File: src/logic/dpCtlPkg.sv
// Datapath control encodings: address source, ALU B source, register write source and modes
`default_nettype none

package dpCtlPkg;

	typedef enum logic [1:0] {
		ADR_PC, ADR_BASE, ADR_OFFSET
	} adrSelT;

	typedef enum logic [1:0] {
		BSEL_REGB, BSEL_CONST, BSEL_MEMOFFS
	} aluBSelT;

	typedef enum logic [2:0] {
		WR_ALU, WR_PC, WR_MEM, WR_IMM
	} regWrSelT;

	// HIGHB takes its byte from the low byte of the write data
	typedef enum logic [1:0] {
		WM_WORD, WM_LOWB, WM_HIGHB, WM_LOWZ
	} regWrModeT;

	typedef enum logic [1:0] {
		ST_KEEP, ST_LOAD, ST_SETBITS, ST_CLRBITS
	} statWrModeT;

endpackage

`default_nettype wire

File: src/logic/isaPkg.sv
// Machine-level definitions: word and address widths, ALU operations, flag bits, constants
`default_nettype none

package isaPkg;

	localparam int wordW = 16;
	localparam int byteW = 8;
	// Word address, the byte address without bit 0
	localparam int marW = 15;
	localparam int regCount = 8;
	localparam int regAdrW = 3;
	localparam int flagW = 4;

	typedef enum logic [3:0] {
		OP_ADD, OP_ADDC, OP_SUB, OP_SUBC,
		OP_AND, OP_OR, OP_XOR, OP_BIC,
		OP_MOV, OP_SWPB, OP_SRA, OP_RRC, OP_SXT
	} aluOpT;

	// Flag bit positions, shared by ALU output and status word
	localparam int flagC = 0;
	localparam int flagZ = 1;
	localparam int flagN = 2;
	localparam int flagV = 3;

	// Entry i is selected by B register address i
	localparam logic [regCount-1:0][wordW-1:0] constTable = {
		16'hFFFF, 16'd32, 16'd16, 16'd8, 16'd4, 16'd2, 16'd1, 16'd0
	};

	localparam logic [wordW-1:0] pswAddr = 16'hFFFE;

endpackage

`default_nettype wire

File: src/logic/datapathIfs.sv
// Register file interface and status register interface
`timescale 1ns/1ns
`default_nettype none

interface regFileIf;
	logic [isaPkg::regAdrW-1:0] rdAddrA;
	logic [isaPkg::regAdrW-1:0] rdAddrB;
	logic wrEn;
	dpCtlPkg::regWrModeT wrMode;
	logic [isaPkg::regAdrW-1:0] wrAddr;
	logic [isaPkg::wordW-1:0] wrData;
	logic pcWr;
	logic [isaPkg::wordW-1:0] pcNew;
	logic [isaPkg::wordW-1:0] rdDataA;
	logic [isaPkg::wordW-1:0] rdDataB;
	logic [isaPkg::wordW-1:0] pc;

	modport ctl (output rdAddrA, rdAddrB, wrEn, wrMode, wrAddr, wrData, pcWr, pcNew,
		input rdDataA, rdDataB, pc);
	modport regs (input rdAddrA, rdAddrB, wrEn, wrMode, wrAddr, wrData, pcWr, pcNew,
		output rdDataA, rdDataB, pc);
endinterface

interface statusIf;
	logic wrEn;
	logic flagsWr;
	dpCtlPkg::statWrModeT wrMode;
	logic [isaPkg::flagW-1:0] flagsEn;
	logic [isaPkg::flagW-1:0] aluFlags;
	logic [isaPkg::wordW-1:0] wrData;
	logic [isaPkg::flagW-1:0] flags;
	logic [isaPkg::wordW-1:0] status;

	modport ctl (output wrEn, flagsWr, wrMode, flagsEn, aluFlags, wrData,
		input flags, status);
	modport regs (input wrEn, flagsWr, wrMode, flagsEn, aluFlags, wrData,
		output flags, status);
endinterface

`default_nettype wire

File: src/logic/alu.sv
// Combinational 16-bit ALU with carry, zero, negative and overflow flags
`timescale 1ns/1ns
`default_nettype none

module alu (
	input wire isaPkg::aluOpT op_i,
	input wire logic [isaPkg::wordW-1:0] a_i,
	input wire logic [isaPkg::wordW-1:0] b_i,
	input wire logic cin_i,
	output logic [isaPkg::wordW-1:0] res_o,
	output logic [isaPkg::flagW-1:0] flags_o
);

	logic [isaPkg::wordW-1:0] addB;
	logic addCin;
	logic [isaPkg::wordW:0] sum;
	logic addOvf;
	logic carry;
	logic ovf;

	// Subtraction runs through the same adder as a + ~b + carry-in
	always_comb begin
		addB = b_i;
		addCin = 1'b0;
		case (op_i)
			isaPkg::OP_ADDC: addCin = cin_i;
			isaPkg::OP_SUB: begin
				addB = ~b_i;
				addCin = 1'b1;
			end
			isaPkg::OP_SUBC: begin
				addB = ~b_i;
				addCin = cin_i;
			end
			default: ;
		endcase
	end

	assign sum = {1'b0, a_i} + {1'b0, addB} + {{isaPkg::wordW{1'b0}}, addCin};
	// Operands of equal sign giving a result of the other sign
	assign addOvf = (a_i[isaPkg::wordW-1] == addB[isaPkg::wordW-1]) &&
		(sum[isaPkg::wordW-1] != a_i[isaPkg::wordW-1]);

	always_comb begin
		carry = 1'b0;
		ovf = 1'b0;
		case (op_i)
			isaPkg::OP_ADD, isaPkg::OP_ADDC, isaPkg::OP_SUB, isaPkg::OP_SUBC: begin
				res_o = sum[isaPkg::wordW-1:0];
				carry = sum[isaPkg::wordW];
				ovf = addOvf;
			end
			isaPkg::OP_AND: res_o = a_i & b_i;
			isaPkg::OP_OR: res_o = a_i | b_i;
			isaPkg::OP_XOR: res_o = a_i ^ b_i;
			isaPkg::OP_BIC: res_o = a_i & ~b_i;
			isaPkg::OP_MOV: res_o = b_i;
			isaPkg::OP_SWPB: res_o = {a_i[7:0], a_i[15:8]};
			isaPkg::OP_SRA: begin
				res_o = {a_i[15], a_i[15:1]};
				carry = a_i[0];
			end
			isaPkg::OP_RRC: begin
				res_o = {cin_i, a_i[15:1]};
				carry = a_i[0];
			end
			isaPkg::OP_SXT: res_o = {{8{a_i[7]}}, a_i[7:0]};
			default: res_o = '0;
		endcase
	end

	always_comb begin
		flags_o = '0;
		flags_o[isaPkg::flagC] = carry;
		flags_o[isaPkg::flagZ] = (res_o == '0);
		flags_o[isaPkg::flagN] = res_o[isaPkg::wordW-1];
		flags_o[isaPkg::flagV] = ovf;
	end

endmodule

`default_nettype wire

File: src/logic/datapath.sv
// Datapath top: selects, constant table, PC adder, alignment decoder, MAR, OMDR and IR
`timescale 1ns/1ns
`default_nettype none

module datapath (
	input wire logic clk_i,
	input wire logic rst_i,
	input wire logic pcWr_i,
	input wire logic regWr_i,
	input wire logic memEn_i,
	input wire logic irWr_i,
	input wire logic statWr_i,
	input wire logic flagsWr_i,
	input wire logic byteOp_i,
	input wire logic pcSel_i,
	input wire dpCtlPkg::aluBSelT aluBSel_i,
	input wire dpCtlPkg::adrSelT adrSel_i,
	input wire dpCtlPkg::statWrModeT statWrMode_i,
	input wire dpCtlPkg::regWrModeT regWrMode_i,
	input wire dpCtlPkg::regWrSelT regWrSel_i,
	input wire logic [isaPkg::regAdrW-1:0] regWrAdr_i,
	input wire logic [isaPkg::regAdrW-1:0] regAdrA_i,
	input wire logic [isaPkg::regAdrW-1:0] regAdrB_i,
	input wire isaPkg::aluOpT aluOp_i,
	input wire logic [isaPkg::flagW-1:0] flagsEn_i,
	input wire logic [isaPkg::wordW-1:0] mem_i,
	input wire logic [isaPkg::wordW-1:0] branchOffs_i,
	input wire logic [isaPkg::wordW-1:0] immVal_i,
	input wire logic [isaPkg::wordW-1:0] memOffs_i,
	output logic badMem_o,
	output logic pswAddr_o,
	output logic [1:0] datSel_o,
	output logic [isaPkg::marW-1:0] mar_o,
	output logic [isaPkg::wordW-1:0] omdr_o,
	output logic [isaPkg::wordW-1:0] ir_o,
	output logic [isaPkg::wordW-1:0] status_o
);

	regFileIf rf ();
	statusIf st ();

	logic [isaPkg::wordW-1:0] aluB;
	logic [isaPkg::wordW-1:0] aluRes;
	logic [isaPkg::wordW-1:0] constVal;
	logic [isaPkg::wordW-1:0] addrSrc;

	registerFile u_regFile (.clk_i(clk_i), .rst_i(rst_i), .regs(rf.regs));

	alu u_alu (
		.op_i   (aluOp_i),
		.a_i    (rf.rdDataA),
		.b_i    (aluB),
		.cin_i  (st.flags[isaPkg::flagC]),
		.res_o  (aluRes),
		.flags_o(st.aluFlags)
	);

	statusRegister u_status (.clk_i(clk_i), .rst_i(rst_i), .stat(st.regs));

	assign rf.rdAddrA = regAdrA_i;
	assign rf.rdAddrB = regAdrB_i;
	assign rf.wrEn = regWr_i;
	assign rf.wrMode = regWrMode_i;
	assign rf.wrAddr = regWrAdr_i;
	assign rf.pcWr = pcWr_i;
	// Sequential step of one word, or a branch relative to the current PC
	assign rf.pcNew = rf.pc + (pcSel_i ? branchOffs_i : 16'd2);

	assign st.wrEn = statWr_i;
	assign st.flagsWr = flagsWr_i;
	assign st.wrMode = statWrMode_i;
	assign st.flagsEn = flagsEn_i;
	assign st.wrData = omdr_o;
	assign status_o = st.status;

	assign constVal = isaPkg::constTable[regAdrB_i];

	always_comb begin
		case (aluBSel_i)
			dpCtlPkg::BSEL_REGB: aluB = rf.rdDataB;
			dpCtlPkg::BSEL_CONST: aluB = constVal;
			dpCtlPkg::BSEL_MEMOFFS: aluB = memOffs_i;
			default: aluB = '0;
		endcase

		case (regWrSel_i)
			dpCtlPkg::WR_ALU: rf.wrData = aluRes;
			dpCtlPkg::WR_PC: rf.wrData = rf.pc;
			dpCtlPkg::WR_MEM: rf.wrData = mem_i;
			dpCtlPkg::WR_IMM: rf.wrData = immVal_i;
			default: rf.wrData = '0;
		endcase

		case (adrSel_i)
			dpCtlPkg::ADR_PC: addrSrc = rf.pc;
			dpCtlPkg::ADR_BASE: addrSrc = rf.rdDataA;
			dpCtlPkg::ADR_OFFSET: addrSrc = aluRes;
			default: addrSrc = '0;
		endcase
	end

	// Alignment decoder works on the unregistered address
	assign badMem_o = !byteOp_i && addrSrc[0];
	assign datSel_o = !byteOp_i ? 2'd0 : (addrSrc[0] ? 2'd2 : 2'd1);
	assign pswAddr_o = (addrSrc[isaPkg::wordW-1:1] == isaPkg::pswAddr[isaPkg::wordW-1:1]);

	always_ff @(posedge clk_i) begin
		if (rst_i) begin
			mar_o <= '0;
			omdr_o <= '0;
			ir_o <= '0;
		end else begin
			if (memEn_i) begin
				mar_o <= addrSrc[isaPkg::wordW-1:1];
				// Byte stores replicate the low byte so either lane carries it
				if (byteOp_i) begin
					omdr_o <= {2{rf.rdDataB[isaPkg::byteW-1:0]}};
				end else begin
					omdr_o <= rf.rdDataB;
				end
			end
			if (irWr_i) begin
				ir_o <= mem_i;
			end
		end
	end

endmodule

`default_nettype wire

File: src/logic/registerFile.sv
// Eight general registers with byte-wise write modes, plus the program counter
`timescale 1ns/1ns
`default_nettype none

module registerFile (
	input wire logic clk_i,
	input wire logic rst_i,
	regFileIf.regs regs
);

	logic [isaPkg::wordW-1:0] regArr [isaPkg::regCount];
	logic [isaPkg::wordW-1:0] pcQ;
	logic [isaPkg::wordW-1:0] oldVal;
	logic [isaPkg::wordW-1:0] wrValue;

	assign oldVal = regArr[regs.wrAddr];

	// Merge incoming data with the old contents per write mode
	always_comb begin
		case (regs.wrMode)
			dpCtlPkg::WM_WORD:
				wrValue = regs.wrData;
			dpCtlPkg::WM_LOWB:
				wrValue = {oldVal[isaPkg::wordW-1:isaPkg::byteW],
					regs.wrData[isaPkg::byteW-1:0]};
			dpCtlPkg::WM_HIGHB:
				wrValue = {regs.wrData[isaPkg::byteW-1:0], oldVal[isaPkg::byteW-1:0]};
			dpCtlPkg::WM_LOWZ:
				wrValue = {{(isaPkg::wordW - isaPkg::byteW){1'b0}},
					regs.wrData[isaPkg::byteW-1:0]};
			default:
				wrValue = regs.wrData;
		endcase
	end

	always_ff @(posedge clk_i) begin
		if (rst_i) begin
			for (int i = 0; i < isaPkg::regCount; i++) begin
				regArr[i] <= '0;
			end
			pcQ <= '0;
		end else begin
			if (regs.wrEn) begin
				regArr[regs.wrAddr] <= wrValue;
			end
			if (regs.pcWr) begin
				pcQ <= regs.pcNew;
			end
		end
	end

	// Read ports see a write only from the next cycle on
	assign regs.rdDataA = regArr[regs.rdAddrA];
	assign regs.rdDataB = regArr[regs.rdAddrB];
	assign regs.pc = pcQ;

endmodule

`default_nettype wire

File: src/logic/statusRegister.sv
// Status word register with whole-word write modes and masked flag updates
`timescale 1ns/1ns
`default_nettype none

module statusRegister (
	input wire logic clk_i,
	input wire logic rst_i,
	statusIf.regs stat
);

	logic [isaPkg::wordW-1:0] statusQ;
	logic [isaPkg::flagW-1:0] flagsNext;

	// Take the ALU flag only where the enable bit is set
	assign flagsNext = (statusQ[isaPkg::flagW-1:0] & ~stat.flagsEn) |
		(stat.aluFlags & stat.flagsEn);

	always_ff @(posedge clk_i) begin
		if (rst_i) begin
			statusQ <= '0;
		end else if (stat.wrEn) begin
			// A word write blocks any flag update in the same cycle
			case (stat.wrMode)
				dpCtlPkg::ST_LOAD: statusQ <= stat.wrData;
				dpCtlPkg::ST_SETBITS: statusQ <= statusQ | stat.wrData;
				dpCtlPkg::ST_CLRBITS: statusQ <= statusQ & ~stat.wrData;
				default: statusQ <= statusQ;
			endcase
		end else if (stat.flagsWr) begin
			statusQ[isaPkg::flagW-1:0] <= flagsNext;
		end
	end

	assign stat.flags = statusQ[isaPkg::flagW-1:0];
	assign stat.status = statusQ;

endmodule

`default_nettype wire

File: config.mk
export PLATFORM = sky130hd
export DESIGN_NAME = datapath
export DESIGN_NICKNAME = d
export VERILOG_FILES = /design/src/logic/dpCtlPkg.sv /design/src/logic/isaPkg.sv /design/src/logic/datapathIfs.sv /design/src/logic/alu.sv /design/src/logic/datapath.sv /design/src/logic/registerFile.sv /design/src/logic/statusRegister.sv
export SDC_FILE = /design/constraint.sdc
export NUM_CORES = 1
export LEC_CHECK = 0
export BUFFER_PORTS_ARGS = -buffer_cell sky130_fd_sc_hd__clkbuf_2
export CORE_MARGIN = 1.5
export CORE_UTILIZATION = 38
export DETAILED_ROUTE_END_ITERATION = 8
export PLACE_DENSITY = 0.6
export SKIP_LAST_GASP = 1
export SYNTH_ARGS = -nofsm -noshare
export SYNTH_HDL_FRONTEND = slang
export SYNTH_SLANG_ARGS = --single-unit
export TNS_END_PERCENT = 20
File: constraint.sdc
create_clock -name clk_i -period 9.98 [get_ports clk_i]
set_input_delay 1.497 -clock clk_i [delete_from_list [all_inputs] [get_ports clk_i]]
set_output_delay 1.497 -clock clk_i [all_outputs]
set_load 0.01 [all_outputs]
# ---- Word level (Yosys, flattened, before mapping)
# Memories as Yosys holds them, arrays and structs flattened.
# Cells that the tools add are included.
dict set report totals {
  out_inout_bits 67
  input_bits 102
  wordCells 100
  rom_bits 128
  n_memories 2
  ramBits 128
  reg_bits 79
}
# name words width rd rd_clocked_by_memory_dff wr line
set memory_table {}
lappend memory_table {{(name not given)} 8 16 1 0 0 datapath.sv:76} ;# assign constVal = isaPkg::constTable[regAdrB_i];
lappend memory_table {u_regFile.regArr 8 16 2 0 8 registerFile.sv:11} ;# logic [isaPkg::wordW-1:0] regArr [isaPkg::regCount];
dict set report op_classes {
  n_bitwise 12
  n_mux 25
  order_cmp 1
  n_reduce_logical 20
  add_sub_neg 3
  eq_ne 31
}
# op n
set op_table {}
lappend op_table {{$pmux W16 S10} 1}
lappend op_table {{$pmux W16 S3} 3}
lappend op_table {{$pmux W16 S4} 2}
lappend op_table {{$mux W16} 5}
lappend op_table {{$and A16 B16 Y16} 3}
lappend op_table {{$not A16 Y16} 2}
lappend op_table {{$or A16 B16 Y16} 2}
lappend op_table {{$eq A4 B4 Y1 const B} 5}
lappend op_table {{$add A16 B16 Y17} 1}
lappend op_table {{$add A17 B1 Y17} 1}
lappend op_table {{$add A16 B16 Y16} 1}
lappend op_table {{$eq A4 B3 Y1 const B} 4}
lappend op_table {{$logic_not A16 Y1} 1}
lappend op_table {{$reduce_or A16 Y1} 1}
lappend op_table {{$xor A16 B16 Y16} 1}
lappend op_table {{$eq A15 B15 Y1 const B} 1}
lappend op_table {{$eq A2 B2 Y1 const B} 6}
lappend op_table {{$and A4 B4 Y4} 2}
lappend op_table {{$eq A2 B1 Y1 const B} 4}
lappend op_table {{$eq A4 B2 Y1 const B} 2}
lappend op_table {{$mux W4} 2}
lappend op_table {{$reduce_and A2 Y1} 4}
lappend op_table {{$eq A3 B2 Y1 const B} 2}
lappend op_table {{$logic_not A2 Y1} 3}
lappend op_table {{other kinds (21)} 33}

# ---- Logic depth before layout (Yosys ltp)
dict set report logic_depth {
  word_depth 14
  ltp_mapped 22
  mapped_depth_nobuf 18
}

# ---- Modules after synthesis
# A second synthesis with hierarchy kept.
dict set report unflattened {
  cells_unflattened 1494
  hier_area_um2 15532.4
}
# module cells_each seq_area_each_um2 area_per_inst_um2 instances
set modules_own_cells {}
lappend modules_own_cells {registerFile 515 4164.0 7998.9 1}
lappend modules_own_cells {datapath 440 940.9 3833.7 1}
lappend modules_own_cells {alu 430 0.0 2812.7 1}
lappend modules_own_cells {statusRegister 109 320.3 887.1 1}

# ---- Worst setup path before layout
# OpenSTA, ideal clock, no wires.
dict set report synth_path {
  path_type {input -> output}
  from {input regAdrB_i[0] (netlist name)}
  to {output pswAddr_o}
  stages 18
  path_buffers 2
  arrival_ns 5.809
  setup_slack_ns 2.674
  path_cell_list {buf_6 > buf_12 > mux4_1 > mux2_2 > a221oi_2 > xor2_1 > fa_1 > inv_1 > fa_1 > a211oi_1 > o211ai_1 > nand2_1 > xnor2_1 > a211oi_2 > a211o_1 > a2111oi_0 > nand4_1 > nor4_1}
}
dict set report synth_via {
  elab_chain_cells 10
}
# item line
set synth_lines {}
lappend synth_lines {{start: declaration} datapath.sv:23} ;# input wire logic [isaPkg::regAdrW-1:0] regAdrB_i,
lappend synth_lines {{$mem_v2 Z8 W16} --}
lappend synth_lines {{$mux W16 (implied by the code)} datapath.sv:76}
lappend synth_lines {{$pmux W16 S3 (*)} datapath.sv:79} ;# case (aluBSel_i)
lappend synth_lines {{$not A16 Y16} {alu.sv:28, alu.sv:32, alu.sv:56}}
lappend synth_lines {{$mux W16} --}
lappend synth_lines {{$add A16 B16 Y17} alu.sv:39} ;# assign sum = {1'b0, a_i} + {1'b0, addB} + {{isaPkg::wordW{1'b0}}, addCin};
lappend synth_lines {{$add A17 B1 Y17} alu.sv:39}
lappend synth_lines {{$pmux W16 S10 (*)} alu.sv:47} ;# case (op_i)
lappend synth_lines {{$pmux W16 S3 (*)} datapath.sv:94} ;# case (adrSel_i)
lappend synth_lines {{$eq A15 B15 Y1 (*)} datapath.sv:105} ;# assign pswAddr_o = (addrSrc[isaPkg::wordW-1:1] == isaPkg::pswAddr[isaPkg::wordW-1:1]);
lappend synth_lines {{end: declaration} datapath.sv:31} ;# output logic pswAddr_o,
# Mark *: on every way between the ends. The rest lies on a longest branch, timed or not. The select of a mux whose other input is x is not followed.

# ---- Worst setup path in the final report
# Ends and elaborated chain as after synthesis.

==> implementation parameters <==
Parameter                              Value

Clock network
  Clock sink count ... 207
  Clk Tree Root Cell ... sky130_fd_sc_hd__clkbuf_16
  Max clock buf depth ... 3
  Hold buffers post-CTS ... 0
  Post-CTS Setup Bufs ... 0
  CTS Buf Count ... 24
  Clk pin slew, worst setup/hold paths ... around 0.06 ns
  CTS tree ... done
  Clock latency on the worst-skew pair ... ~0.54 ns
  # resized after CTS ... 0
  CTS H-tree lvls ... 1

Pwr
  Switching pwr ... slightly below 0.8 mW
  Relative contribution of combinational cells to total power ... between 20% and 30%
  Areal power density over the cells ... between 150 and 200 nW/µm²
  Switching share of power ... between 30% and 40%
  Part of the power in registers ... 39.2%
  Power share of the clock group ... a little over a third
  Leak ... between 6 and 7 nW
  Worst vdd rail ir drop ... about 0.12 mV
  Cell internal pwr ... ~1.7 mW

STA
  Final Setup Violations ... 0
  Final WS setup ... between 1 and 1.5 ns
  Largest clock skew in the final design ... ~0.021 ns
  Fmax achieved ... between 100 and 150 MHz
  Part of the cycle the worst path needs ... between 80% and 90%
  Worst hold-check slack ... approximately 0.48 ns
  Count of final hold-check violations ... 0
  Final count of pins violating max slew ... 0
  Total negative setup slack ... 0 ns
  Relative max-transition margin ... 15.5%
  Setup repair after global routing missed its margin ... no
  Worst Max-Slew Pin Slew ... 1.26 ns
  Final critical path time including I/O delays and setup ... ~8.6 ns

Yosys
  Synth Instances ... ~1.5k
  Flops & latches, synth ... ~210
  Count of yosys warnings during synthesis ... 0
  Fraction of registers with async set or reset after synthesis ... 0%
  Synth top area cells ... sky130_fd_sc_hd__edfxtp_1 27%, sky130_fd_sc_hd__dfxtp_1 11%, sky130_fd_sc_hd__nor2_1 6.8%
  Fraction of post-synthesis cell area in the top cell type by area ... between 20% and 30%
  Most used flip-flop cell after synthesis ... sky130_fd_sc_hd__edfxtp_1
  Sequential element share of the synthesized area ... 37.6%
  Cell type with the highest aggregate area in the netlist ... sky130_fd_sc_hd__edfxtp_1
  Ranking of synthesized cells by instance count ... 260 x sky130_fd_sc_hd__nor2_1, 128 x sky130_fd_sc_hd__edfxtp_1, 90 x sky130_fd_sc_hd__a21oi_1
  Cell with the most instances after synthesis ... sky130_fd_sc_hd__nor2_1
  Number of enable flip-flop cells after synthesis ... roughly 130
  Synthesized netlist net count ... 1616
  Post-synthesis instance area ... 14400 µm²
  Post-synthesis cell type count ... 87
  Syn avg cell area ... between 9 and 10 µm²

Route
  Overall routed net length ... about 52 mm
  Number of detailed-route iterations in the first pass ... 6
  Per-cell via count in the routed design ... ~6.0
  Via total after detailed routing ... about 13k
  Number of DRC violations after detailed-routing iteration 0 ... 1207
  Residual DRC ... 0
  Antenna-violating nets left ... 0
  Wirelength per Cell ... roughly 25 µm

Worst setup path
  Cell at the slowest stage of the critical path ... sky130_fd_sc_hd__mux4_1
  Worst Path Buf+Inv ... 3
  Critical path capture point type ... output port
  Cell family with the largest share of critical-path delay ... compound AO/OA/AOI/OAI gates
  Worst Path Class, Setup ... primary input to output port
  Delay of the slowest cell on the worst path ... slightly above 0.6 ns
  Arrival time of the worst setup path ... 7.12 ns
  Cell breakdown of the critical path ... clkbuf_2 -> buf_4 -> mux4_1 -> mux2_2 -> a21oi_1 -> xnor2_1 -> fa_1 -> a211oi_1 -> o211ai_1 -> nand2_1 -> xnor2_1 -> a211oi_2 -> a211o_1 -> a2111oi_0 -> nand4_1 -> nor4_1 -> clkbuf_2
  Worst EP required ... roughly 8.5 ns
  Critical-path maximum fanout ... 22
  Critical path launch point type ... primary input

Floorplan
  Row count ... 71
  Y dimension of the die ... roughly 200 µm
  Starting density of the core ... approximately two fifths
  Number of primary I/O pins ... approximately 170
  Die Wd ... ~200 µm
  Core Region ... around 38000 µm²
  Die area ... ~40000 µm²

Placed design
  Number of input and output port buffers inserted ... roughly 170
  Placed Cells incl. Taps ... between 2k and 2.5k
  Detailed-placement wirelength estimate ... just under 40 mm
  Gpl congestion ... around 1
  Worst slack at placement ... 1.46 ns

Final layout
  Final Util ... a little over two fifths
  Layout cells sized above 1 ... 19.5%
  Nets ... 1735
  Filler cell count in the final layout ... about 3.6k
  Post-Layout Cell Count ... 2109
  Area grow syn2layout ... 13.7%

Job
  Number of max-capacitance violations reported ... 0

Global route
  First-pass GRT wire length ... between 70 and 80 mm
  Number of global-route vias before repair ... about 12k
  Remaining Overflow, GRT ... 0
  Maximum number of pins on one net before global-route repair ... 81
  Aggregate global-route resource usage ... a little over a quarter
  Number of antenna violations at the first check in global routing ... 1

Status
  Result of the run ... finished clean

Hold path
  Hold Path Class ... register to register
## routing by layer
layer	GRT usage, %	part of all wire [%]	vias to the layer above
met5	0	0.025	-
met4	10.8	4.3	2
met3	4.74	8.2	111
met2	43.4	47	597
met1	34.7	41	6207
li1	-	-	5700
## cell type report
class	instances	area, µm²	area share (%)
tap	511	639	3.89
timing repair buffer	184	963	5.87
antenna	1	2.50	0.0152
multi-input combinational	1114	8390	51.1
clock buffer	31	701	4.27
inverter	49	184	1.12
sequential	207	5430	33.0
clock inverter	12	118	0.716
## per-stage QoR
step           power [mW]  instance area [µm²]
6_report             2.51                16400
5_1_grt              2.60                16400
4_1_cts              2.51                16400
3_5_place_dp         1.59                15600
3_3_place_gp         1.59                15600
2_1_floorplan        1.39                14400
## flip-flops by register name, indices dropped and copies added (netlist names), named ones only
name                  flops
u_regFile.regArr        128
u_status.stat.status     12
u_regFile.regs.pc        16
ir_o                     16
mar_o                    15
omdr_o                   16
## power groups by stage
stage | Sequential [mW] | Combinational (mW) | Clock [mW]
6_report | 0.983 | 0.605 | 0.919
5_1_grt | 0.987 | 0.649 | 0.967
4_1_cts | 0.983 | 0.596 | 0.929
3_5_place_dp | 1.00 | 0.592 | 0
3_3_place_gp | 0.999 | 0.590 | 0
2_1_floorplan | 0.992 | 0.396 | 0
## tightest hold or removal path, cell delays in order (launching register included)
cell                       delay, ns
sky130_fd_sc_hd__dfxtp_1        0.32
sky130_fd_sc_hd__inv_1          0.05
sky130_fd_sc_hd__a211oi_1       0.05
## path summary, 6_finish.rpt
check	slack [ns]	to	cells past startpoint	start
worst max-delay path	1.36	pswAddr_o	17	regAdrB_i[0]
worst min-delay path	0.48	register	2	register
worst max register to register	4.68	u_regFile.regArr[7][12]	16	u_regFile.regArr[1][0]
worst min register to register	0.48	register	2	register
## kinds of logic after synthesis
kind of cell / after synthesis / synth area share, %
compound gates: 322 / 15.9
xor+xnor: 35 / 2.12
fa+ha+maj: 53 / 4.75
buf+inv: 140 / 4.35
flops: 207 / 37.6
mux: 165 / 18.2
simple gates: 539 / 17.2
## cell usage in the layout, fill, tap and decap left out, types with 7 or more instances in the layout
cell type	count
sky130_fd_sc_hd__a22oi_1	12
sky130_fd_sc_hd__o22ai_1	7
sky130_fd_sc_hd__dfxtp_1	79
sky130_fd_sc_hd__a21oi_1	90
sky130_fd_sc_hd__and2_1	22
sky130_fd_sc_hd__nand2b_1	34
sky130_fd_sc_hd__a211o_1	7
sky130_fd_sc_hd__mux4_1	30
sky130_fd_sc_hd__clkbuf_16	26
sky130_fd_sc_hd__ha_1	50
sky130_fd_sc_hd__a21o_1	9
sky130_fd_sc_hd__xor2_1	10
sky130_fd_sc_hd__o221ai_1	7
sky130_fd_sc_hd__a211oi_1	40
sky130_fd_sc_hd__nand2_1	87
sky130_fd_sc_hd__inv_1	45
sky130_fd_sc_hd__o211ai_1	12
sky130_fd_sc_hd__clkbuf_2	168
sky130_fd_sc_hd__mux4_2	35
sky130_fd_sc_hd__edfxtp_1	128
sky130_fd_sc_hd__a221oi_2	8
sky130_fd_sc_hd__nor2b_1	31
sky130_fd_sc_hd__nor2_1	260
sky130_fd_sc_hd__buf_4	17
sky130_fd_sc_hd__mux2_2	19
sky130_fd_sc_hd__xnor2_1	25
sky130_fd_sc_hd__mux2i_1	77
sky130_fd_sc_hd__nand3_1	26
sky130_fd_sc_hd__o21a_1	10
sky130_fd_sc_hd__nor3_1	27
sky130_fd_sc_hd__o21ai_0	45
sky130_fd_sc_hd__and3_1	10
Power figures use the tool's default switching activity.
